### config.mk
export PLATFORM = sky130hd
export DESIGN_NAME = ooo_resp_shuffle
export DESIGN_NICKNAME = d
export VERILOG_FILES = /design/src/design/ooo_mem_pkg.sv /design/src/design/ooo_resp_shuffle.sv
export SDC_FILE = /design/constraint.sdc
export NUM_CORES = 1
export LEC_CHECK = 0
export BUFFER_PORTS_ARGS = -buffer_cell sky130_fd_sc_hd__buf_2
export CORE_AREA = 4 4 41 43
export CTS_BUF_LIST = sky130_fd_sc_hd__clkbuf_8
export CTS_CLUSTER_DIAMETER = 60
export CTS_CLUSTER_SIZE = 28
export DETAILED_ROUTE_END_ITERATION = 8
export DIE_AREA = 0 0 45 47
export PLACE_DENSITY = 0.65
export SLEW_MARGIN = 20
export SYNTH_ARGS = -nofsm -noshare
export SYNTH_HDL_FRONTEND = slang
export SYNTH_SLANG_ARGS = --single-unit
### constraint.sdc
create_clock -name clk -period 0.95 [get_ports clk]
set_clock_uncertainty 0.05 [all_clocks]
set_input_delay 0.0475 -clock clk [delete_from_list [all_inputs] [get_ports clk]]
set_output_delay 0.0475 -clock clk [all_outputs]
set_load 0.03 [all_outputs]
### src/design/ooo_mem_pkg.sv
// ####################
// Shared widths, memory size and shuffle seed
// Response status and command class enums
// ####################

package ooo_mem_pkg;

    // Word address and data widths
    localparam int ADDR_WIDTH = 10;
    localparam int DATA_WIDTH = 32;

    // Request and response tag width
    localparam int USER_WIDTH = 8;

    // Populated words; addresses at or above this are out of range
    localparam int MEM_WORDS = 768;

    // Reset value of the rotating shuffle pattern
    localparam logic [19:0] SHUFFLE_SEED = 20'h8676d;

    // Response status, encoded as on the Avalon-MM response field
    typedef enum logic [1:0]
    {
        resp_okay   = 2'b00,
        resp_slverr = 2'b10
    } t_resp;

    // Command class handed from the input side to the memory
    typedef enum logic [1:0]
    {
        cmd_none   = 2'b00,
        cmd_access = 2'b01,
        cmd_reject = 2'b10
    } t_cmd;

endpackage

### src/design/ooo_resp_shuffle.sv
// ####################
// Two-slot response shuffler
// Slot choice from a rotating 20-bit pattern
// ####################

`timescale 1ns/10ps

module ooo_resp_shuffle
#(
    // Packed response width, valid in bit 0
    parameter int WIDTH = 1
)
(
    input  logic             clk,
    input  logic             reset_n,
    input  logic [WIDTH-1:0] data_in,
    output logic [WIDTH-1:0] data_out
);

    logic [19:0]      pattern;
    logic [WIDTH-1:0] slot0;
    logic [WIDTH-1:0] slot1;

    // Fixed bit pattern rotated left each cycle
    always_ff @(posedge clk)
    begin
        if (!reset_n)
            pattern <= ooo_mem_pkg::SHUFFLE_SEED;
        else
            pattern <= {pattern[18:0], pattern[19]};
    end

    // The selected slot drains and refills in the same cycle, so nothing is dropped
    always_ff @(posedge clk)
    begin
        if (pattern[0])
        begin
            slot0    <= data_in;
            data_out <= slot0;
        end
        else
        begin
            slot1    <= data_in;
            data_out <= slot1;
        end

        // Only the valid bits need clearing
        if (!reset_n)
        begin
            slot0[0]    <= 1'b0;
            slot1[0]    <= 1'b0;
            data_out[0] <= 1'b0;
        end
    end

endmodule

# Word level (Yosys, flattened, before mapping)
# Cells that the tools add are included.
[totals]
inputBits = 3
word_cells = 5
out_inout_bits = 1
ff_bits = 23
[classes]
muxes = 1
[ops]
columns = ["op", "n"]
rows = [
  ["1-bit 2-to-1 mux", 1],
]

# Depth between registers and ports, before layout
[depth]
word_depth = 1
depth_mapped = 2

# Least setup slack after synthesis
# Ideal clock, no wire load.
[synth_timing]
path_type = "reg-to-reg"
startpoint = "reg pattern[0]"
endpoint = "reg data_out"
setup_slack_ps = 173
path_stages_with_launch = 3
arrival_time_ps = 611
path_cell_list = "dfxtp_1 mux2i_1 nor2b_1"
[synth_via]
elab_chain_cells = 1
[synth_lines]
columns = ["item", "line", "text"]
rows = [
  ["start: declaration", "ooo_resp_shuffle.sv:20", "logic [19:0] pattern;"],
  ["start signal: assignment", "ooo_resp_shuffle.sv:28", "pattern <= ooo_mem_pkg::SHUFFLE_SEED;"],
  ["start signal: assignment", "ooo_resp_shuffle.sv:30", "pattern <= {pattern[18:0], pattern[19]};"],
  ["1-bit 2-to-1 mux", "ooo_resp_shuffle.sv:36", "if (pattern[0])"],
  ["end signal: assignment", "ooo_resp_shuffle.sv:39", "data_out <= slot0;"],
  ["end signal: assignment", "ooo_resp_shuffle.sv:44", "data_out <= slot1;"],
  ["end: declaration", "ooo_resp_shuffle.sv:17", "output logic [WIDTH-1:0] data_out"],
]
# No other way between the ends.
# A chain may end at the register's enable or synchronous reset.

# Final worst setup path
# Same ends and word-level chain as after synthesis.

==> flow_metrics.tcl <==
set metrics [dict create \
    yosysTopAreaCellShare_pct 71.0 \
    r2r_end "data_out$_SDFF_PN0_" \
    hold_viol_final 0 \
    report.final.slew_viol_count 0 \
    synthCells 51 \
    worst_ep_required_time_ns 1.06 \
    finalCritPeriodShare_pct 90.5 \
    tightest_slew_ns 0.320 \
    port_buffers 3 \
    reg2reg_depth 2 \
    ioPinCount 4 \
    avgViaCountPerCell 4.51 \
    crit_path_start_kind "flop" \
    grt_pass1_vias 291 \
    overflow 0 \
    drtIter0Drc 2 \
    timing.critical_path.from "pattern[0]$_SDFF_PN1_" \
    worstPathMaxFanout 4 \
    relSlewSlack_pct 78.7 \
    crit_type "reg2reg" \
    postRouteAntennaNets 0 \
    hp-class "in2reg" \
    crit_chain "mux2i_1, nor2b_1" \
    dp.cells 67 \
    die_x_um 45 \
    final_layout_size_suffix_gt1_share_pct 10.7 \
    grt_pass1_wl_um 1350 \
    setup_viol 0 \
    drcViolationCount 0 \
    timing.critical_path.buf_inv 0 \
    postLayoutCoreUtil_pct 54.9 \
    fin_ws_ns 0.0901 \
    cp_slowest_cell "dfxtp_1" \
    yosys-top-cells-area "dfxtp_1 (71%), nand2b_1 (9.7%), and2_1 (8.7%)" \
    cp.depth 2 \
    grt_max_degree 24 \
    synth_common_cells "dfxtp_1 (23), nand2b_1 (10), and2_1 (9)" \
    synth.avg_cell_area_um2 12.7 \
    cts-resized-gates 0 \
    fp-row-count 13 \
    synth_largest_area_cell "dfxtp_1" \
    min_period_ns 0.860 \
    clk_pin_slew_worst_paths_ns 0.08 \
    numCtsBuffers 3 \
    cts.sinks 23 \
    fmax_ghz 1.16 \
    critPathArrivalTime_ns 0.97 \
    ys_warn_count 0 \
    p_per_area_mw_per_mm2 2340 \
    htreeDepth 1 \
    antenna_found_initial 0 \
    start_util_pct 49.8 \
    dpl_worst_slack_ns 0.114 \
    worstSetupEndpointType "flop" \
    p_leak_nw 0.310 \
    cts_root_buf "clkbuf_8" \
    cp_top_family "flip-flops" \
    ys_types 8 \
    async_flop_share_pct 0 \
    track_usage_pct 9.78 \
    ys_ff_latch 23 \
    nets 60 \
    synth_edf_count 0 \
    slowest_delay_ns 0.43 \
    ys_seq_area_share_pct 71.0 \
    vdd_ir_drop_max_uv 1210 \
    stdcell_count 71 \
    rr_startpoint "pattern[0]$_SDFF_PN1_" \
    diodes 0 \
    drt_pass1_iterations 3 \
    vias 320 \
    synth_ff_type "dfxtp_1" \
    die_area_mm2 0.00212 \
    syn_area_um2 648 \
    r2r_slack_ns 0.09 \
    cts_buffer_depth 2 \
    post_drt_wl_per_cell_um 10.9 \
    gp_congestion 0.701 \
    outcome "finished clean" \
    crit_path_end "data_out$_SDFF_PN0_" \
    cts_tree "built" \
    chipHeight_um 47 \
    holdBufCountCts 0 \
    finalSetupTns_ns 0 \
    cap_viol_max_count 0 \
    rsz0062_at_grt "no" \
    cts_setup_buffers 0 \
    syn_nets 54 \
    dp_hpwl_um 419 \
    clkLatencyLatePin_ns 0.26 \
    core_area_mm2 0.00130 \
    syn_to_final_growth_pct 10.2 \
    drt-total-wl_um 771 \
    synthMostInstantiatedCell "dfxtp_1" \
]
-- registers in the layout (all words and copies together), names as in the netlist --
register	cells
data_out	1
slot1	1
pattern	20
slot0	1
-- worst min-delay path by stage --
stage,startpoint,depth (start not counted),end,slack [ns]
6_report,data_in,3,slot0$_SDFFE_PN0P_,0.006
5_1_grt,data_in,3,slot1$_SDFFE_PN0N_,0.03
4_1_cts,data_in,3,slot0$_SDFFE_PN0P_,0.005
3_5_place_dp,data_in,3,slot1$_SDFFE_PN0N_,0.28
3_3_place_gp,data_in,3,slot0$_SDFFE_PN0P_,0.28
2_1_floorplan,reset_n,1,pattern[0]$_SDFF_PN1_,0.07
-- metrics by stage --
stage	instance area [um2]	hold WS [ns]	total power, mW
finish	714	0.00648	1.67
CTS	714	0.00528	1.70
global route	714	0.0346	1.75
detailed placement	669	0.283	1.12
global placement	669	0.276	1.12
floorplan	648	0.0705	1.11
-- final cells by class --
| class | instances | area, um2 |
|---|---|---|
| flip-flops and latches | 23 | 460 |
| clock buffers | 3 | 41.3 |
| fillers | 115 | 587 |
| clock inverters | 1 | 3.75 |
| well taps | 15 | 18.8 |
| multi-input cells | 26 | 175 |
| repair buffers | 3 | 15.0 |
-- report_power, final --
part	leakage, nW	total [mW]	internal, mW	switching [mW]
clock network	0.0269	0.572	0.288	0.284
registers	0.191	1.03	1.02	0.0162
logic	0.0918	0.0659	0.0366	0.0293
-- metal layers --
metal	global-route usage, %	vias to the layer above	wire [um]
met3	5.75	3	50
met5	0	-	0
met1	12.1	148	401
li1	-	163	-
met2	12.4	6	292
met4	7.02	0	27
-- logic make-up (layout without fill, tap and decap cells) --
logic type	after synthesis	after routing	share of synthesized area [%]
simple gates	23	23	22.4
buf+inv	2	7	1.93
flops	23	23	71.0
mux	3	3	4.63
-- placed cells by master (no fill, tap or decap) --
| master | synthesis | routed |
|---|---|---|
| and2_1 | 9 | 9 |
| buf_2 | 1 | 3 |
| clkbuf_8 | 0 | 3 |
| dfxtp_1 | 23 | 23 |
| inv_1 | 0 | 1 |
| mux2i_1 | 3 | 3 |
| nand2b_1 | 10 | 10 |
| nor2b_1 | 3 | 3 |
| or2b_1 | 1 | 1 |
-- worst register-to-register path, cell delays in order (launching register included) --
cell,delay (ns)
dfxtp_1,0.43
mux2i_1,0.22
nor2b_1,0.06
Power figures use the tool's default switching activity.
