## src/design/ooo_mem_pkg.sv

```systemverilog
// ####################
// Shared widths, memory size and shuffle seed
// Response status and command class enums
// ####################

package ooo_mem_pkg;

    // Word address and data widths
    localparam int ADDR_WIDTH = 10;
    localparam int DATA_WIDTH = 32;

    // Request and response tag width
    localparam int USER_WIDTH = 8;

    // Populated words; addresses at or above this are out of range
    localparam int MEM_WORDS = 768;

    // Reset value of the rotating shuffle pattern
    localparam logic [19:0] SHUFFLE_SEED = 20'h8676d;

    // Response status, encoded as on the Avalon-MM response field
    typedef enum logic [1:0]
    {
        resp_okay   = 2'b00,
        resp_slverr = 2'b10
    } t_resp;

    // Command class handed from the input side to the memory
    typedef enum logic [1:0]
    {
        cmd_none   = 2'b00,
        cmd_access = 2'b01,
        cmd_reject = 2'b10
    } t_cmd;

endpackage

```

## src/design/avalon_cmd_stage.sv

```systemverilog
// ####################
// Input side of the memory responder
// Registers read and write commands, range check
// ####################

`timescale 1ns/10ps

module avalon_cmd_stage
(
    input  logic                                clk,
    input  logic                                reset_n,

    // Read command from the host
    input  logic                                rd_read,
    input  logic [ooo_mem_pkg::ADDR_WIDTH-1:0]  rd_address,
    input  logic [ooo_mem_pkg::USER_WIDTH-1:0]  rd_user,

    // Write command from the host
    input  logic                                wr_write,
    input  logic [ooo_mem_pkg::ADDR_WIDTH-1:0]  wr_address,
    input  logic [ooo_mem_pkg::DATA_WIDTH-1:0]  wr_writedata,
    input  logic [ooo_mem_pkg::USER_WIDTH-1:0]  wr_user,

    // Registered commands toward the memory
    output ooo_mem_pkg::t_cmd                   rd_cmd,
    output logic [ooo_mem_pkg::ADDR_WIDTH-1:0]  rd_addr_q,
    output logic [ooo_mem_pkg::USER_WIDTH-1:0]  rd_user_q,
    output ooo_mem_pkg::t_cmd                   wr_cmd,
    output logic [ooo_mem_pkg::ADDR_WIDTH-1:0]  wr_addr_q,
    output logic [ooo_mem_pkg::DATA_WIDTH-1:0]  wr_data_q,
    output logic [ooo_mem_pkg::USER_WIDTH-1:0]  wr_user_q
);

    ooo_mem_pkg::t_cmd rd_class;
    ooo_mem_pkg::t_cmd wr_class;

    // Classify each strobe against the populated range
    always_comb
    begin
        rd_class = ooo_mem_pkg::cmd_none;
        if (rd_read)
        begin
            rd_class = (rd_address < ooo_mem_pkg::MEM_WORDS) ?
                       ooo_mem_pkg::cmd_access : ooo_mem_pkg::cmd_reject;
        end

        wr_class = ooo_mem_pkg::cmd_none;
        if (wr_write)
        begin
            wr_class = (wr_address < ooo_mem_pkg::MEM_WORDS) ?
                       ooo_mem_pkg::cmd_access : ooo_mem_pkg::cmd_reject;
        end
    end

    // Command class registers
    always_ff @(posedge clk)
    begin
        if (!reset_n)
        begin
            rd_cmd <= ooo_mem_pkg::cmd_none;
            wr_cmd <= ooo_mem_pkg::cmd_none;
        end
        else
        begin
            rd_cmd <= rd_class;
            wr_cmd <= wr_class;
        end
    end

    // Payload follows the strobe every cycle, qualified by the class
    always_ff @(posedge clk)
    begin
        rd_addr_q <= rd_address;
        rd_user_q <= rd_user;
        wr_addr_q <= wr_address;
        wr_data_q <= wr_writedata;
        wr_user_q <= wr_user;
    end

endmodule

```

## config.mk

```make
export PLATFORM = sky130hd
export DESIGN_NAME = avalon_cmd_stage
export DESIGN_NICKNAME = d
export VERILOG_FILES = /design/src/design/ooo_mem_pkg.sv /design/src/design/avalon_cmd_stage.sv
export SDC_FILE = /design/constraint.sdc
export NUM_CORES = 1
export LEC_CHECK = 0
export BUFFER_PORTS_ARGS = -buffer_cell sky130_fd_sc_hd__clkbuf_2
export CELL_PAD_IN_SITES_DETAIL_PLACEMENT = 1
export CELL_PAD_IN_SITES_GLOBAL_PLACEMENT = 2
export CORE_UTILIZATION = 19
export DETAILED_ROUTE_END_ITERATION = 10
export MAX_ROUTING_LAYER = met4
export PLACE_DENSITY_LB_ADDON = 0.1
export SLEW_MARGIN = 10
export SYNTH_ARGS = -nofsm -noshare
export SYNTH_HDL_FRONTEND = slang
export SYNTH_SLANG_ARGS = --single-unit
```

## constraint.sdc

```tcl
create_clock -name clk -period 0.8 [get_ports clk]
set_input_delay 0.2 -clock clk [delete_from_list [all_inputs] [get_ports clk]]
set_output_delay 0.2 -clock clk [all_outputs]
set_load 0.01 [all_outputs]
```

**Yosys cells after proc, flatten, opt, wreduce, memory -nomap -nowiden**

Index checks and enable logic that the tools add are counted.
W data, S select, Z words.

- Register bits: 72
- Bits in latches: 0
- RAM bits: 0
- ROM bits: 0
- Input port bits: 72
- Output and inout bits: 72
- Memories: 0

- Add/sub/neg operators: 0
- $mul: 0
- Div/mod/pow operators: 0
- $lt $le $gt $ge: 2
- Equality and inequality tests: 0
- Shift operators: 0
- Muxes and demuxes: 2
- Bitwise logic cells: 0
- Reduce and logical (&&, ||, !) cells: 2

Operator list:

| kind | count |
|---|---|
| $lt A10 B10 Y1 const B | 2 |
| $mux W2 | 2 |
| $reduce_and A2 Y1 | 2 |

**Logic depth before layout (Yosys ltp)**

- Depth in word-level cells: 2
- Depth in mapped cells: 2
- Depth with buffers taken out: 2

**Worst setup path after synthesis**

Ideal clock, no wire load.

- Kind: register -> output
- Start point: reg rd_addr_q[0] in the netlist's numbering
- End point: out rd_addr_q[0] in the netlist's numbering
- Arrival time: 331 ps
- Setup slack: 269 ps
- Cell stages (with the launch flop): 1
- Buffers on the path: 0
- Cell sequence: dfxtp_1

RTL lines:

| item | RTL line | RTL |
|---|---|---|
| start, declared | avalon_cmd_stage.sv:26 | `output logic [ooo_mem_pkg::ADDR_WIDTH-1:0] rd_addr_q,` |
| start signal, assigned | avalon_cmd_stage.sv:73 | `rd_addr_q <= rd_address;` |

No word-level cell between the ends.

**Worst setup path in the final report**

- Start point: reg wr_data_q[20] in the netlist's numbering
- End point: out wr_data_q[20] in the netlist's numbering

RTL lines:

| item | RTL line | RTL |
|---|---|---|
| start, declared | avalon_cmd_stage.sv:30 | `output logic [ooo_mem_pkg::DATA_WIDTH-1:0] wr_data_q,` |
| start signal, assigned | avalon_cmd_stage.sv:76 | `wr_data_q <= wr_writedata;` |

No word-level cell between the ends.

==> flow_summary_export.csv <==
group,metric,value,unit
clock_tree,htree_levels,3,
synth,synth_top_cells_by_count,"72 x dfxtp_1, 4 x nand2_1, 2 x a21oi_2, 2 x nor2_1",
floorplanning,die_h,90.30,µm
synth,ys.warnings.count,0,
synth,synth_area_per_cell,18.52,µm²
drt,drtAntennaViolNets,0,
floorplanning,fp.dieW,90.30,µm
clock_tree,cts_tree,"done",
sta,period_minus_slack,0.9719,ns
placed_design,dp_slack,0.1616,ns
pwr,vdd_drop_max,1494,µV
global_route,grt_max_degree,13,
global_route,grt_pass1_vias,1425,
drt,first_pass_iters,4,
floorplanning,core,7408,µm²
drt,wl,4682,µm
layout,postLayoutCoreUtil,0.4639,
sta,setup_violations,72,
setup_path,max_stage_delay,0.33,ns
setup_path,cp_max_fo,1,
synth,syn-num-nets,152,
synth,yosysTopAreaCell,"dfxtp_1",
global_route,grt_pass1_wl,6837,µm
min_path,hold_path_class,"in2reg",
synth,synthArstFlopShare,0,
sta,worst_slew_pin_slew,0.1048,ns
sta,hold_viol,0,
placed_design,dp.cells,322,
placed_design,portBuffers,143,
synth,syn_inst,80,
drt,detailroute.via_count,1408,
sta,fmax,1.029,GHz
layout,antenna_cells,0,
global_route,antenna_found_initial,0,
clock_tree,root_buffer,"clkbuf_8",
sta,worst_slack,-0.1719,ns
layout,syn_to_final_growth,132.0,%
setup_path,cp.required,0.60,ns
global_route,grt-ovfl-total,0,
synth,synth_area_leaders,"dfxtp_1 97%, a21oi_2 1.2%, nand2_1 1.0%",
synth,ys_seq_area_frac,0.9730,
clock_tree,cts_setup_buffers,0,
drt,wl_per_cell,11.53,µm
run_status,status,"finished, violations left",
synth,synth-edff-count,0,
sta,min_period_over_period,1.215,
run_status,violations,"setup timing",
layout,layout.nets,374,
drt,drc_errors,0,
sta,slew_viol_final,0,
floorplanning,dieArea,8154,µm²
min_path,holdPathStages,3,
layout,drive_above_1_share,0.5993,
setup_path,crit_type,"reg2out",
synth,netlist_area,1481,µm²
setup_path,cp.depth,1,
global_route,grt_use_total,0.1167,
setup_path,slowest_stage,"dfxtp_2",
floorplanning,rows,31,
floorplanning,ios,144,
drt,via_per_inst,3.468,
synth,ys_ff_latch,72,
setup_path,crit_chain,"buf_8",
clock_tree,clockBufferDepth,2,
pwr,powerDensity,2357,nW/µm²
sta,finalSetupTns,-11.40,ns
layout,nFillCells,802,
setup_path,cp.buffers_inverters,1,
clock_tree,numCtsBuffers,9,
setup_path,crit_family,"flip-flops",
sta,maxSlewHeadroom,0.9300,
placed_design,place.gp.congestion,0.6100,
synth,synth_top_area_frac,0.9730,
clock_tree,clock-sinks,72,
setup_path,setup.worst_path.end_class,"output port",
sta,holdWs,0.1060,ns
floorplanning,start_util,0.2000,
clock_tree,clk_pin_slew_worst_paths,0.07,ns
synth,yosysMostFrequentCell,"dfxtp_1",
synth,synth_ff_type,"dfxtp_1",
setup_path,worstPathArrival,0.77,ns
job,drv_cap,0,
drt,drt_iter0_markers,31,
sta,grt_setup_unrepaired,"true",
synth,synth.distinct_cells,4,
pwr,p_leak,1.665,nW
layout,layoutNonFillerInstCount,406,
setup_path,crit_path_start_kind,"flop",
[sequential cells by signal (all words and copies together) (netlist names)]
| register | cells |
|---|---|
| wr_data_q | 32 |
| rd_addr_q | 10 |
| wr_addr_q | 10 |
| rd_user_q | 8 |
| wr_user_q | 8 |
| rd_cmd | 2 |
| wr_cmd | 2 |
[cell families after synthesis]
group            synth area share
AO/OA/AOI/OAI             0.01183
flip-flops                 0.9730
AND/OR/NAND/NOR           0.01520
[metal layers]
| metal | vias up | routed length, µm | global-route usage |
|---|---|---|---|
| met2 | 92 | 2385 | 0.1921 |
| met1 | 623 | 1873 | 0.1189 |
| met3 | 4 | 396 | 0.06145 |
| met4 | 0 | 27 | 0.04032 |
| met5 | - | 0 | - |
| li1 | 689 | - | - |
[path summary, 6_finish.rpt]
kind,start,to,slack [ns]
setup / recovery,wr_data_q[20],wr_data_q[20],-0.17
hold / removal,rd_read,rd_cmd[1],0.11
[power by group]
| part | switching, W | internal, W | total (W) |
|---|---|---|---|
| registers | 0.0000545 | 0.00379 | 0.00384 |
| clock network | 0.00127 | 0.00216 | 0.00343 |
| logic | 0.000289 | 0.000538 | 0.000827 |
[through the flow]
step,cell area (µm²),power (W)
floorplan,1481,0.004017
global placement,2321,0.004373
detailed placement,2321,0.004383
CTS,3258,0.008154
global route,3437,0.008476
finish,3437,0.008101
[cell type report]
| type | count | area (µm²) | area share |
|---|---|---|---|
| clock buffers | 11 | 141.4 | 0.04114 |
| clock inverters | 5 | 103.9 | 0.03021 |
| multi-input cells | 8 | 40.04 | 0.01165 |
| flip-flops and latches | 72 | 1471 | 0.4281 |
| well taps | 99 | 123.9 | 0.03604 |
| repair buffers | 211 | 1556 | 0.4529 |
[cell usage in the layout, fill, tap and decap left out]
cell / n
a21oi_2: 2
buf_2: 47
buf_6: 24
buf_8: 1
bufinv_16: 3
clkbuf_1: 1
clkbuf_2: 71
clkbuf_8: 10
clkinv_2: 1
clkinv_4: 1
dfxtp_1: 48
dfxtp_2: 24
dlygate4sd3_1: 68
nand2_1: 4
nor2_1: 2
[repair_timing]
action	CTS	global route
endpoints found under the hold margin	68	0
hold buffers	68	0
pin swaps	0	0
setup endpoints to repair	72	72
resized for setup	3	119
(Power assumes the default switching activity.)
